$ cat src/soc_pkg.sv
package soc_pkg;

    // bus widths
    localparam int data_w = 32;
    localparam int mask_w = data_w / 8;
    localparam int addr_w = 32;

    typedef logic [data_w-1:0] word_t;
    typedef logic [mask_w-1:0] mask_t;
    typedef logic [addr_w-1:0] addr_t;

    // address map
    localparam addr_t ram_base   = 32'h0000_0000;
    localparam addr_t ram_span   = 32'h0001_0000;
    localparam addr_t clint_base = 32'h0200_0000;
    localparam addr_t clint_span = 32'h0001_0000;

    // clint register offsets within its region
    localparam addr_t clint_msip_off        = 32'h0000_0000;
    localparam addr_t clint_mtimecmp_lo_off = 32'h0000_4000;
    localparam addr_t clint_mtimecmp_hi_off = 32'h0000_4004;
    localparam addr_t clint_mtime_lo_off    = 32'h0000_BFF8;
    localparam addr_t clint_mtime_hi_off    = 32'h0000_BFFC;

    // replace the selected byte lanes of old_word with new_word
    function automatic word_t byte_merge(
        input word_t old_word,
        input word_t new_word,
        input mask_t mask
    );
        word_t result;
        result = old_word;
        for (int i = 0; i < mask_w; i++) begin
            if (mask[i]) begin
                result[i*8 +: 8] = new_word[i*8 +: 8];
            end
        end
        return result;
    endfunction

endpackage

$ cat src/bus_decoder.sv
`timescale 1ns/1ps

module bus_decoder
    import soc_pkg::*;
(
    input  logic  clk,
    input  logic  rst_n,
    // data port from the top
    input  logic  data_req,
    input  logic  data_wen,
    input  addr_t data_addr,
    input  word_t data_wdata,
    input  mask_t data_mask,
    output logic  data_ack,
    output word_t data_rdata,
    // ram path through the arbiter
    output logic  ram_req,
    output logic  ram_wen,
    output addr_t ram_addr,
    output word_t ram_wdata,
    output mask_t ram_mask,
    input  logic  ram_ack,
    input  word_t ram_rdata,
    // clint registers
    output logic  clint_wen,
    output addr_t clint_addr,
    output word_t clint_wdata,
    output mask_t clint_mask,
    input  word_t clint_rdata
);

    addr_t ram_off;
    addr_t clint_off;
    logic  ram_hit;
    logic  clint_hit;
    logic  local_ack_q;
    word_t local_rdata_q;
    logic  ram_wr_q;

    // region offsets, a hit is an offset inside the span
    assign ram_off   = data_addr - ram_base;
    assign clint_off = data_addr - clint_base;
    assign ram_hit   = ram_off < ram_span;
    assign clint_hit = clint_off < clint_span;

    assign ram_req   = data_req & ram_hit;
    assign ram_wen   = data_wen;
    assign ram_addr  = ram_off;
    assign ram_wdata = data_wdata;
    assign ram_mask  = data_mask;

    assign clint_wen   = data_req & data_wen & clint_hit;
    assign clint_addr  = clint_off;
    assign clint_wdata = data_wdata;
    assign clint_mask  = data_mask;

    // clint and unmapped accesses answer after one cycle
    always_ff @(posedge clk or negedge rst_n) begin
        if (!rst_n) begin
            local_ack_q <= 1'b0;
        end else begin
            local_ack_q <= data_req & ~ram_hit;
        end
    end

    always_ff @(posedge clk) begin
        if (data_req) begin
            local_rdata_q <= (clint_hit && !data_wen) ? clint_rdata : '0;
            ram_wr_q      <= data_wen;
        end
    end

    assign data_ack = local_ack_q | ram_ack;

    // writes to ram return zero, the ram output keeps stale data then
    always_comb begin
        if (local_ack_q) begin
            data_rdata = local_rdata_q;
        end else if (ram_ack && !ram_wr_q) begin
            data_rdata = ram_rdata;
        end else begin
            data_rdata = '0;
        end
    end

endmodule

$ cat config.mk
export PLATFORM = sky130hd
export DESIGN_NAME = bus_decoder
export DESIGN_NICKNAME = d
export VERILOG_FILES = /design/src/soc_pkg.sv /design/src/bus_decoder.sv
export SDC_FILE = /design/constraint.sdc
export NUM_CORES = 1
export LEC_CHECK = 0
export BUFFER_PORTS_ARGS = -buffer_cell sky130_fd_sc_hd__buf_4
export CORE_AREA = 2 2 121 123
export CTS_BUF_LIST = sky130_fd_sc_hd__clkbuf_4 sky130_fd_sc_hd__clkbuf_8
export CTS_CLUSTER_SIZE = 30
export DETAILED_ROUTE_END_ITERATION = 10
export DIE_AREA = 0 0 123 125
export GPL_ROUTABILITY_DRIVEN = 0
export PLACE_DENSITY = 0.57
export SLEW_MARGIN = 40
export SYNTH_ARGS = -nofsm -noshare
export SYNTH_HDL_FRONTEND = slang
export SYNTH_SLANG_ARGS = --single-unit
$ cat constraint.sdc
create_clock -name clk -period 5.2 [get_ports clk]
set_clock_uncertainty 0.15 [all_clocks]
set_input_delay 0.78 -clock clk [delete_from_list [all_inputs] [get_ports clk]]
set_output_delay 0.78 -clock clk [all_outputs]
set_load 0.01 [all_outputs]
Word-level counts from Yosys, hierarchy flattened
Cells that the tools add are included.

Add/subtract/negate cells: 1. Multiply operators: 0. Muxes and demuxes: 2. Divide/modulo/power cells: 0. Magnitude comparators: 2. Bitwise logic cells: 6. Shift-type cells: 0. Equal/unequal tests: 0. Reductions and logical operators: 4.

Operators by type and width (count): $lt A32 B17 Y1 const B (2); $mux W32 (2); $sub A32 B26 Y32 const B (1); $and A1 B1 Y1 (4); $logic_and A1 B1 Y1 (2); $logic_not A1 Y1 (2); $not A1 Y1 (1); $or A1 B1 Y1 (1).

Bits in latches: 0. Register bits after elaboration: 34. ROM bits: 0. Memories: 0. Bits of input ports: 137. Bits in writable memories: 0. Word-level logic and storage cells: 18.

Depth between registers and ports, before layout
Gate-level depths: netlist (run 1).

Word-level depth: 4. Mapped depth: 7. Gate-level depth less buffers: 6.

Least setup slack after synthesis (run 1)
No wires, ideal clock.

Path type: input -> output. Start: in data_addr[25]. End: out clint_wen. Required time: 4270 ps. Slack: 1851 ps. Data arrival time: 2419 ps. Path buffers: 1. Cell stages on the path: 7. Cell sequence: inv_1 -> ha_1 -> or3b_1 -> o31ai_4 -> nand4_4 -> buf_6 -> nor4_2.

Cells in the longest elaborated chain, start to end: 3.

Ends and longest elaborated chain: start, declared (line bus_decoder.sv:11) `input addr_t data_addr,`; $sub A32 B26 Y32 (line bus_decoder.sv:42) `assign clint_off = data_addr - clint_base;`; $lt A32 B17 Y1 (line bus_decoder.sv:44) `assign clint_hit = clint_off < clint_span;`; $and A1 B1 Y1 (line bus_decoder.sv:52) `assign clint_wen = data_req & data_wen & clint_hit;`; end, declared (line bus_decoder.sv:25) `output logic clint_wen,`.

Every way passes these cells.

Worst setup path after layout (run 1)
Same ends and word-level chain as after synthesis.

==> results of run 1 <==
## sequential cells by signal, summed over array words and instances (netlist names)
name           cells
local_rdata_q     32
ram_wr_q           1
local_ack_q        1
## through the flow
| stage | worst slack (ns) | instances | hold slack (ns) |
|---|---|---|---|
| 6_report | 1.10 | 510 | 0.113 |
| 5_1_grt | 0.944 | 510 | 0.0970 |
| 4_1_cts | 1.09 | 510 | 0.100 |
| 3_5_place_dp | 1.09 | 502 | 0.413 |
| 3_3_place_gp | 1.20 | 502 | 0.414 |
| 2_1_floorplan | 1.85 | 311 | 0.334 |
## metal layers
layer | up-vias | GRT usage | share of wire
met3 | 15 | 0.0306 | 0.092
li1 | 998 | - | -
met4 | 0 | 0.0301 | 0.014
met1 | 979 | 0.117 | 0.41
met2 | 126 | 0.160 | 0.48
met5 | - | 0 | 0
## cell usage in the layout, fill, tap and decap left out, types with 2 or more instances in the layout
master,n
buf_4,156
edfxtp_1,33
a22o_1,32
nand2b_1,32
nor4_2,30
nor4_1,5
clkbuf_8,5
inv_1,4
nand2_1,3
nor3_1,3
or4_1,2
clkbuf_4,2
## power by group through the flow
stage / combinational (mW) / sequential, mW / clock, mW
2_1_floorplan: 0.178 / 0.322 / 0
3_3_place_gp: 0.200 / 0.325 / 0
3_5_place_dp: 0.202 / 0.325 / 0
4_1_cts: 0.202 / 0.319 / 0.259
5_1_grt: 0.215 / 0.320 / 0.267
6_report: 0.199 / 0.319 / 0.250
## worst max-delay path: stages
cell     delay [ns]
buf_4          0.12
inv_1          0.10
ha_1           0.18
or3b_1         0.46
o31ai_4        0.27
nand4_4        0.62
nor4_2         0.45
buf_4          0.17
## cell usage after synthesis, drive strengths merged
cell type  count  area [sq um]
or3            1          6.26
xor2           1          8.76
o31ai          2          28.8
nor4          35           407
or4            3          26.3
nor3b          1          7.51
clkbuf        12          45.0
nand3          2          10.0
buf          137          1030
nor2           1          3.75
xnor2          1          8.76
inv            4          15.0
or2            1          6.26
nand2          4          15.0
and2           1          6.26
nor3           3          15.0
nand4          1          21.3
ha             1          12.5
edfxtp        33           991
o21ai          1          8.76
or3b           1          8.76
a22o          32           280
dfrtp          1          25.0
nand2b        32           200
## cell type report
cell class                      count  area, sq um
Fill cell                        1520        10600
Timing Repair Buffer              156         1170
Multi-Input combinational cell    124         1090
Sequential cell                    34         1020
Tap cell                          184          230
Clock buffer                        7         83.8
Clock inverter                      1         30.0
Inverter                            4         15.0
## kinds of logic after synthesis
family / share of synthesized area
compound gates: 0.0997
xor+xnor: 0.00550
fa+ha+maj: 0.00393
buf+inv: 0.342
flops: 0.319
simple gates: 0.230
## worst max-delay path by stage
stage,end,slack (ns),depth (start not counted)
2_1_floorplan,clint_wen,1.85,7
3_3_place_gp,clint_wen,1.20,8
3_5_place_dp,clint_wen,1.09,8
4_1_cts,clint_wen,1.09,8
5_1_grt,clint_wen,0.94,8
6_report,clint_wen,1.10,8
==> flow_summary_export.csv, run 1 <==
group,metric,value,unit
run_status,outcome,"finished clean",
worst_setup_path,crit_path_max_fanout,33,
logic_synthesis,avgSynthCellArea,10.2,sq um
logic_synthesis,ys_types,29,
power_and_ir_drop,seqPwrFrac,0.415,
global_route,track_usage,0.0962,
finish,drive_gt1_frac,0.620,
timing,worst_pin_slew,0.736,ns
floorplanning,start_util,0.224,
min_path,hp-class,"input pin to async pin",
logic_synthesis,synth-seq-cells,34,
floorplanning,die_x,123,microns
clocking,root_buffer,"clkbuf_8",
power_and_ir_drop,clkPwrFrac,0.326,
route,drtIter0Drc,92,
route,firstDrtPassIters,5,
logic_synthesis,seq_area_frac_synth,0.319,
timing,fmax,0.244,GHz
worst_setup_path,worstPathRequired,4.27,ns
clocking,cts_resized,0,
floorplanning,die_y,125,microns
timing,setup_viol,0,
finish,final_area,0.00364,sq mm
logic_synthesis,synth.net_count,449,
logic_synthesis,syn-cell-area,0.00319,sq mm
timing,period_needed,4.10,ns
worst_setup_path,startpoint,"data_addr[25]",
route,wirelength,8000,microns
worst_setup_path,critPathKind,"input pin to output port",
clocking,htreeDepth,2,
route,final_antenna_net_count,0,
power_and_ir_drop,cellLeakagePower,1.42,nW
finish,nets,463,
route,drc,0,
timing,fin_setup_tns,0,ns
clocking,cts_setup_buffers,0,
global_route,grt_first_pass_wirelength,11600,microns
global_route,antenna_found_initial,0,
placement,dp_hpwl,5950,microns
finish,antenna_cells,0,
route,via_count,2118,
global_route,grt_max_degree,37,
timing,finalCritPeriodShare,0.788,
logic_synthesis,ys.warnings.count,0,
power_and_ir_drop,p_sw,0.195,mW
timing,slew_headroom,0.509,
clocking,cts_buffers,5,
clocking,cts_sinks,34,
floorplanning,die_area,0.0154,sq mm
logic_synthesis,syn_inst,311,
floorplanning,io_pins,309,
power_and_ir_drop,pwr-share-comb,0.259,
power_and_ir_drop,p_per_area,211,mW/mm^2
placement,placed_cell_area,0.00353,sq mm
floorplanning,core_area,0.0142,sq mm
floorplanning,num_rows,44,
worst_setup_path,crit_path_start_kind,"input pin",
timing,rsz0062_at_grt,"false",
timing,finalHoldViolCount,0,
finish,syn_to_final_growth,14.2,%
clocking,cts_tree,"yes",
global_route,grt_pass1_vias,2100,
worst_setup_path,crit_arrival,3.17,ns
clocking,cts_hold_buffers,0,
clocking,clk_path_buf_depth,2,
route,via_per_inst,4.15,
placement,port_buffers,152,
power_and_ir_drop,power,0.767,mW
clocking,clkTransAtPathRegs,0.07,ns
finish,final_util,0.256,
timing,slew_viol_final,0,
run,maxCapViolations,0,
worst_setup_path,end_kind,"output port",
power_and_ir_drop,intPower,0.572,mW
power_and_ir_drop,swShare,0.254,
global_route,overflow,0,
power_and_ir_drop,ir_drop,0.0765,mV
route,wl_per_cell,15.7,microns
Power figures use the tool's default switching activity.
==> inputs of run 2 (changes only) <==
Clock period 5.2 ns to 3.79 ns, I/O delays scaled along.
==> flow_summary_export.csv, run 2 (synthesis results as in run 1) <==
group,metric,value,unit
route,m1WireLength,3360,microns
worst_setup_path,max_stage_delay,0.44,ns
worst_setup_path,worst_path_most_repeated_cell,"buf_4",
placement,placed_cell_area,0.00354,sq mm
timing,period_needed,3.25,ns
global_route,grt_first_pass_wirelength,11700,microns
power_and_ir_drop,ir_drop,0.212,mV
route,final_antenna_net_count,0,
global_route,grt_max_degree,37,
route,drc,0,
worst_setup_path,worstPathRequired,3.07,ns
clocking,cts_buffers,5,
worst_setup_path,path_cells,"buf_4, inv_1, ha_1, or3b_1, o31ai_4, nand4_4, nor4_2, buf_4",
floorplanning,die_area,0.0154,sq mm
finish,regArea,0.00102,sq mm
worst_setup_path,critPathKind,"input pin to output port",
global_route,track_usage,0.0979,
worst_setup_path,end_kind,"output port",
finish,regMostFlops,"local_rdata_q",
finish,final_util,0.258,
timing,setup_viol,0,
clocking,htreeDepth,2,
finish,final_area,0.00366,sq mm
worst_setup_path,crit_path_start_kind,"input pin",
timing,slew_viol_final,0,
finish,final_cells,513,
floorplanning,start_util,0.224,
timing,whs,0.454,ns
timing,rsz0062_at_grt,"false",
clocking,cts_sinks,34,
floorplanning,num_rows,44,
placement,placed_cells,504,
placement,dp_hpwl,6200,microns
floorplanning,io_pins,309,
finish,drive_gt1_frac,0.620,
worst_setup_path,crit_slowest_cell,"or3b_1",
route,wl_per_cell,15.9,microns
finish,fillers,1519,
run,maxCapViolations,0,
timing,finalCritPeriodShare,0.857,
route,drtIter0Drc,112,
global_route,overflow,0,
timing,fmax,0.308,GHz
finish,syn_to_final_growth,15.0,%
route,routed-wl-met3,759,microns
run_status,outcome,"finished clean",
global_route,antenna_found_initial,0,
worst_setup_path,crit_arrival,2.53,ns
finish,reg_top3,"local_rdata_q x32, local_ack_q x1, ram_wr_q x1",
power_and_ir_drop,p_per_area,290,mW/mm^2
timing,fin_setup_tns,0,ns
clocking,clk_path_buf_depth,2,
finish,largest_register_ffs,32,
clocking,clkTransAtPathRegs,0.07,ns
finish,multi_input_area,0.00109,sq mm
route,firstDrtPassIters,4,
worst_setup_path,critPathBufInv,3,
worst_setup_path,crit_family,"simple AND/OR/NAND/NOR gates",
clocking,root_buffer,"clkbuf_8",
floorplanning,die_y,125,microns
finish,nets,466,
route,via_count,2165,
route,wirelength,8150,microns
min_path,hp-class,"input pin to async pin",
power_and_ir_drop,cellLeakagePower,1.43,nW
worst_setup_path,crit_path_max_fanout,15,
timing,worst_pin_slew,0.519,ns
clocking,cts_tree,"yes",
route,route.met2.wl,3900,microns
clocking,cts_setup_buffers,0,
floorplanning,core_area,0.0142,sq mm
finish,final_cell_mix,"158 x buf_4, 33 x edfxtp_1, 32 x a22o_1, 32 x nand2b_1, 30 x nor4_2",
finish,layout_commonest_cell,"buf_4",
finish,antenna_cells,0,
global_route,grt_pass1_vias,2164,
placement,port_buffers,152,
timing,slew_headroom,0.654,
floorplanning,die_x,123,microns
route,via_per_inst,4.22,
timing,finalHoldViolCount,0,
route,top_layer_used,"met4",
## run 2: how the worst max path moves through the flow
stage	end	from	slack, ns	depth (start not counted)
floorplan	clint_wen	data_addr[25]	0.86	7
global placement	clint_wen	data_addr[25]	0.58	8
detailed placement	clint_wen	data_addr[25]	0.54	8
CTS	clint_wen	data_addr[25]	0.53	8
global route	clint_wen	data_addr[25]	0.42	8
finish	clint_wen	data_addr[25]	0.54	8
## run 2: layout make-up
| type | count | share of cell area |
|---|---|---|
| Sequential cell | 34 | 0.277 |
| Timing Repair Buffer | 159 | 0.326 |
| Tap cell | 184 | 0.0628 |
| Inverter | 4 | 0.00410 |
| Clock buffer | 7 | 0.0229 |
| Multi-Input combinational cell | 124 | 0.298 |
| Clock inverter | 1 | 0.00819 |
## run 2: per-stage QoR
step	power, mW	setup slack, ns
6_report	1.06	0.541
4_1_cts	1.08	0.530
5_1_grt	1.11	0.424
3_5_place_dp	0.726	0.536
3_3_place_gp	0.723	0.579
2_1_floorplan	0.686	0.864
## run 2: repair_timing
| item | in CTS | in global routing |
|---|---|---|
| gates resized for setup | 0 | 0 |
| hold endpoints to repair | 1 | 0 |
| hold buffers | 1 | 0 |
## run 2: power by group
part,internal [mW],total [mW],switching [mW]
clock,0.211,0.348,0.137
combinational,0.146,0.276,0.130
sequential,0.430,0.437,0.00734
total,0.788,1.06,0.274
## run 2: metal layers
metal | GRT usage | vias to the layer above
met5 | 0 | -
met2 | 0.163 | 137
li1 | - | 1005
met4 | 0.0328 | 0
met3 | 0.0310 | 16
met1 | 0.118 | 1007
==> inputs of run 3 (changes only) <==
Settings changed: RECOVER_POWER set to 100.
==> flow_summary_export.csv, run 3 (synthesis results as in run 1) <==
group,metric,value,unit
run_status,violations,"capacitance limit, slew limit",
worst_setup_path,critPathBufInv,2,
finish,regArea,0.00102,sq mm
route,wirelength,8300,microns
floorplanning,num_rows,44,
run,maxCapViolations,2,
global_route,grt_first_pass_wirelength,11700,microns
worst_setup_path,critPathKind,"input pin to output port",
global_route,grt_pass1_vias,2164,
worst_setup_path,max_stage_delay,1.45,ns
timing,setup_viol,0,
worst_setup_path,startpoint,"data_req",
finish,antenna_cells,0,
clocking,root_buffer,"clkbuf_8",
finish,final_cells,513,
finish,multi_input_area,920,sq um
min_path,hp-class,"input pin to async pin",
timing,slew_viol_final,71,
worst_setup_path,crit_cells,4,
route,via_count,2150,
finish,syn_to_final_growth,1.45,%
floorplanning,io_pins,309,
floorplanning,start_util,0.224,
clocking,cts_buffers,5,
placement,dp_hpwl,6200,microns
floorplanning,die_x,123,microns
worst_setup_path,crit_path_end,"clint_wen",
worst_setup_path,crit_slowest_cell,"clkbuf_1",
route,wl_per_cell,16.2,microns
timing,finalHoldViolCount,0,
placement,port_buffers,152,
finish,nets,466,
worst_setup_path,path_cells,"clkbuf_1, nand2_1, nor4_2, buf_4",
finish,final_area,0.00323,sq mm
finish,layout_commonest_cell,"buf_4",
power_and_ir_drop,p_per_area,314,mW/mm^2
worst_setup_path,end_kind,"output port",
timing,slew_headroom,-0.375,
route,final_antenna_net_count,0,
power_and_ir_drop,cellLeakagePower,1.17,nW
timing,fin_setup_tns,0,ns
timing,rsz0062_at_grt,"false",
placement,placed_cell_area,0.00354,sq mm
global_route,track_usage,0.0979,
finish,drive_gt1_frac,0.325,
global_route,use_met3,0.0310,
route,firstDrtPassIters,4,
clocking,htreeDepth,2,
worst_setup_path,crit_path_start_kind,"input pin",
finish,fillers,1622,
floorplanning,die_area,0.0154,sq mm
clocking,cts_sinks,34,
route,via_per_inst,4.19,
clocking,cts_resized,0,
power_and_ir_drop,power,1.02,mW
run_status,outcome,"complete, but fails checks",
global_route,top_usage_layer,"met2",
global_route,antenna_found_initial,0,
clocking,clk_path_buf_depth,2,
clocking,cts_tree,"yes",
worst_setup_path,crit_arrival,2.58,ns
power_and_ir_drop,ir_drop,0.213,mV
worst_setup_path,worstPathRequired,3.07,ns
floorplanning,core_area,0.0142,sq mm
global_route,met1_usage,0.118,
finish,final_cell_mix,"88 x buf_4, 68 x clkbuf_1, 33 x edfxtp_1",
worst_setup_path,crit_family,"buffers and inverters",
finish,final_util,0.228,
clocking,clkTransAtPathRegs,0.07,ns
global_route,overflow,0,
timing,finalCritPeriodShare,0.870,
placement,placed_cells,504,
global_route,grt_max_degree,37,
finish,reg_top3,"local_rdata_q x32, local_ack_q x1, ram_wr_q x1",
floorplanning,die_y,125,microns
route,drtIter0Drc,83,
route,drc,0,
finish,regMostFlops,"local_rdata_q",
timing,worst_pin_slew,2.06,ns
worst_setup_path,crit_path_max_fanout,36,
finish,largest_register_ffs,32,
global_route,grt_use_met2,0.163,
timing,period_needed,3.30,ns
timing,fmax,0.303,GHz
[run 3: cell count changes in the layout (fill, tap and decap cells not counted), sizes merged]
| cell | before | now |
|---|---|---|
| buf | 158 | 88 |
| clkbuf | 7 | 77 |
[run 3: how the worst min path moves through the flow]
| stage | from | to | slack [ns] | cells after the start |
|---|---|---|---|---|
| 2_1_floorplan | rst_n | local_ack_q$_DFF_PN0_ | 0.12 | 0 |
| 3_3_place_gp | rst_n | local_ack_q$_DFF_PN0_ | 0.19 | 1 |
| 3_5_place_dp | rst_n | local_ack_q$_DFF_PN0_ | 0.19 | 1 |
| 4_1_cts | rst_n | local_ack_q$_DFF_PN0_ | 0.45 | 2 |
| 5_1_grt | rst_n | local_ack_q$_DFF_PN0_ | 0.46 | 2 |
| 6_report | rst_n | local_ack_q$_DFF_PN0_ | 0.47 | 2 |
[run 3: cell type report]
type / instances / share of cell area
flip-flops and latches: 34 / 0.314
clock inverters: 1 / 0.00929
inverters: 4 / 0.00464
multi-input cells: 124 / 0.284
repair buffers: 159 / 0.290
well taps: 184 / 0.0712
clock buffers: 7 / 0.0259
[run 3: layer usage]
| layer | vias to the layer above | part of all wire |
|---|---|---|
| met5 | - | 0 |
| met4 | 0 | 0.020 |
| met3 | 18 | 0.096 |
| met2 | 138 | 0.46 |
| met1 | 988 | 0.43 |
| li1 | 1006 | - |
[run 3: where the power goes]
group	switching [mW]	internal (mW)	total, mW
sequential	0.00741	0.431	0.438
clock	0.136	0.211	0.347
combinational	0.121	0.110	0.231
total	0.264	0.752	1.02
[run 3: metrics by stage]
stage | hold WS [ns] | worst slack (ns)
3_3_place_gp | 0.195 | 0.579
2_1_floorplan | 0.123 | 0.864
6_report | 0.468 | 0.494
4_1_cts | 0.451 | 0.530
5_1_grt | 0.457 | 0.250
3_5_place_dp | 0.194 | 0.536
[run 3: timing repair]
item / in CTS / in global routing
endpoints found under the hold margin: 1 / 0
hold buffers: 1 / 0
setup buffers: 0 / 0
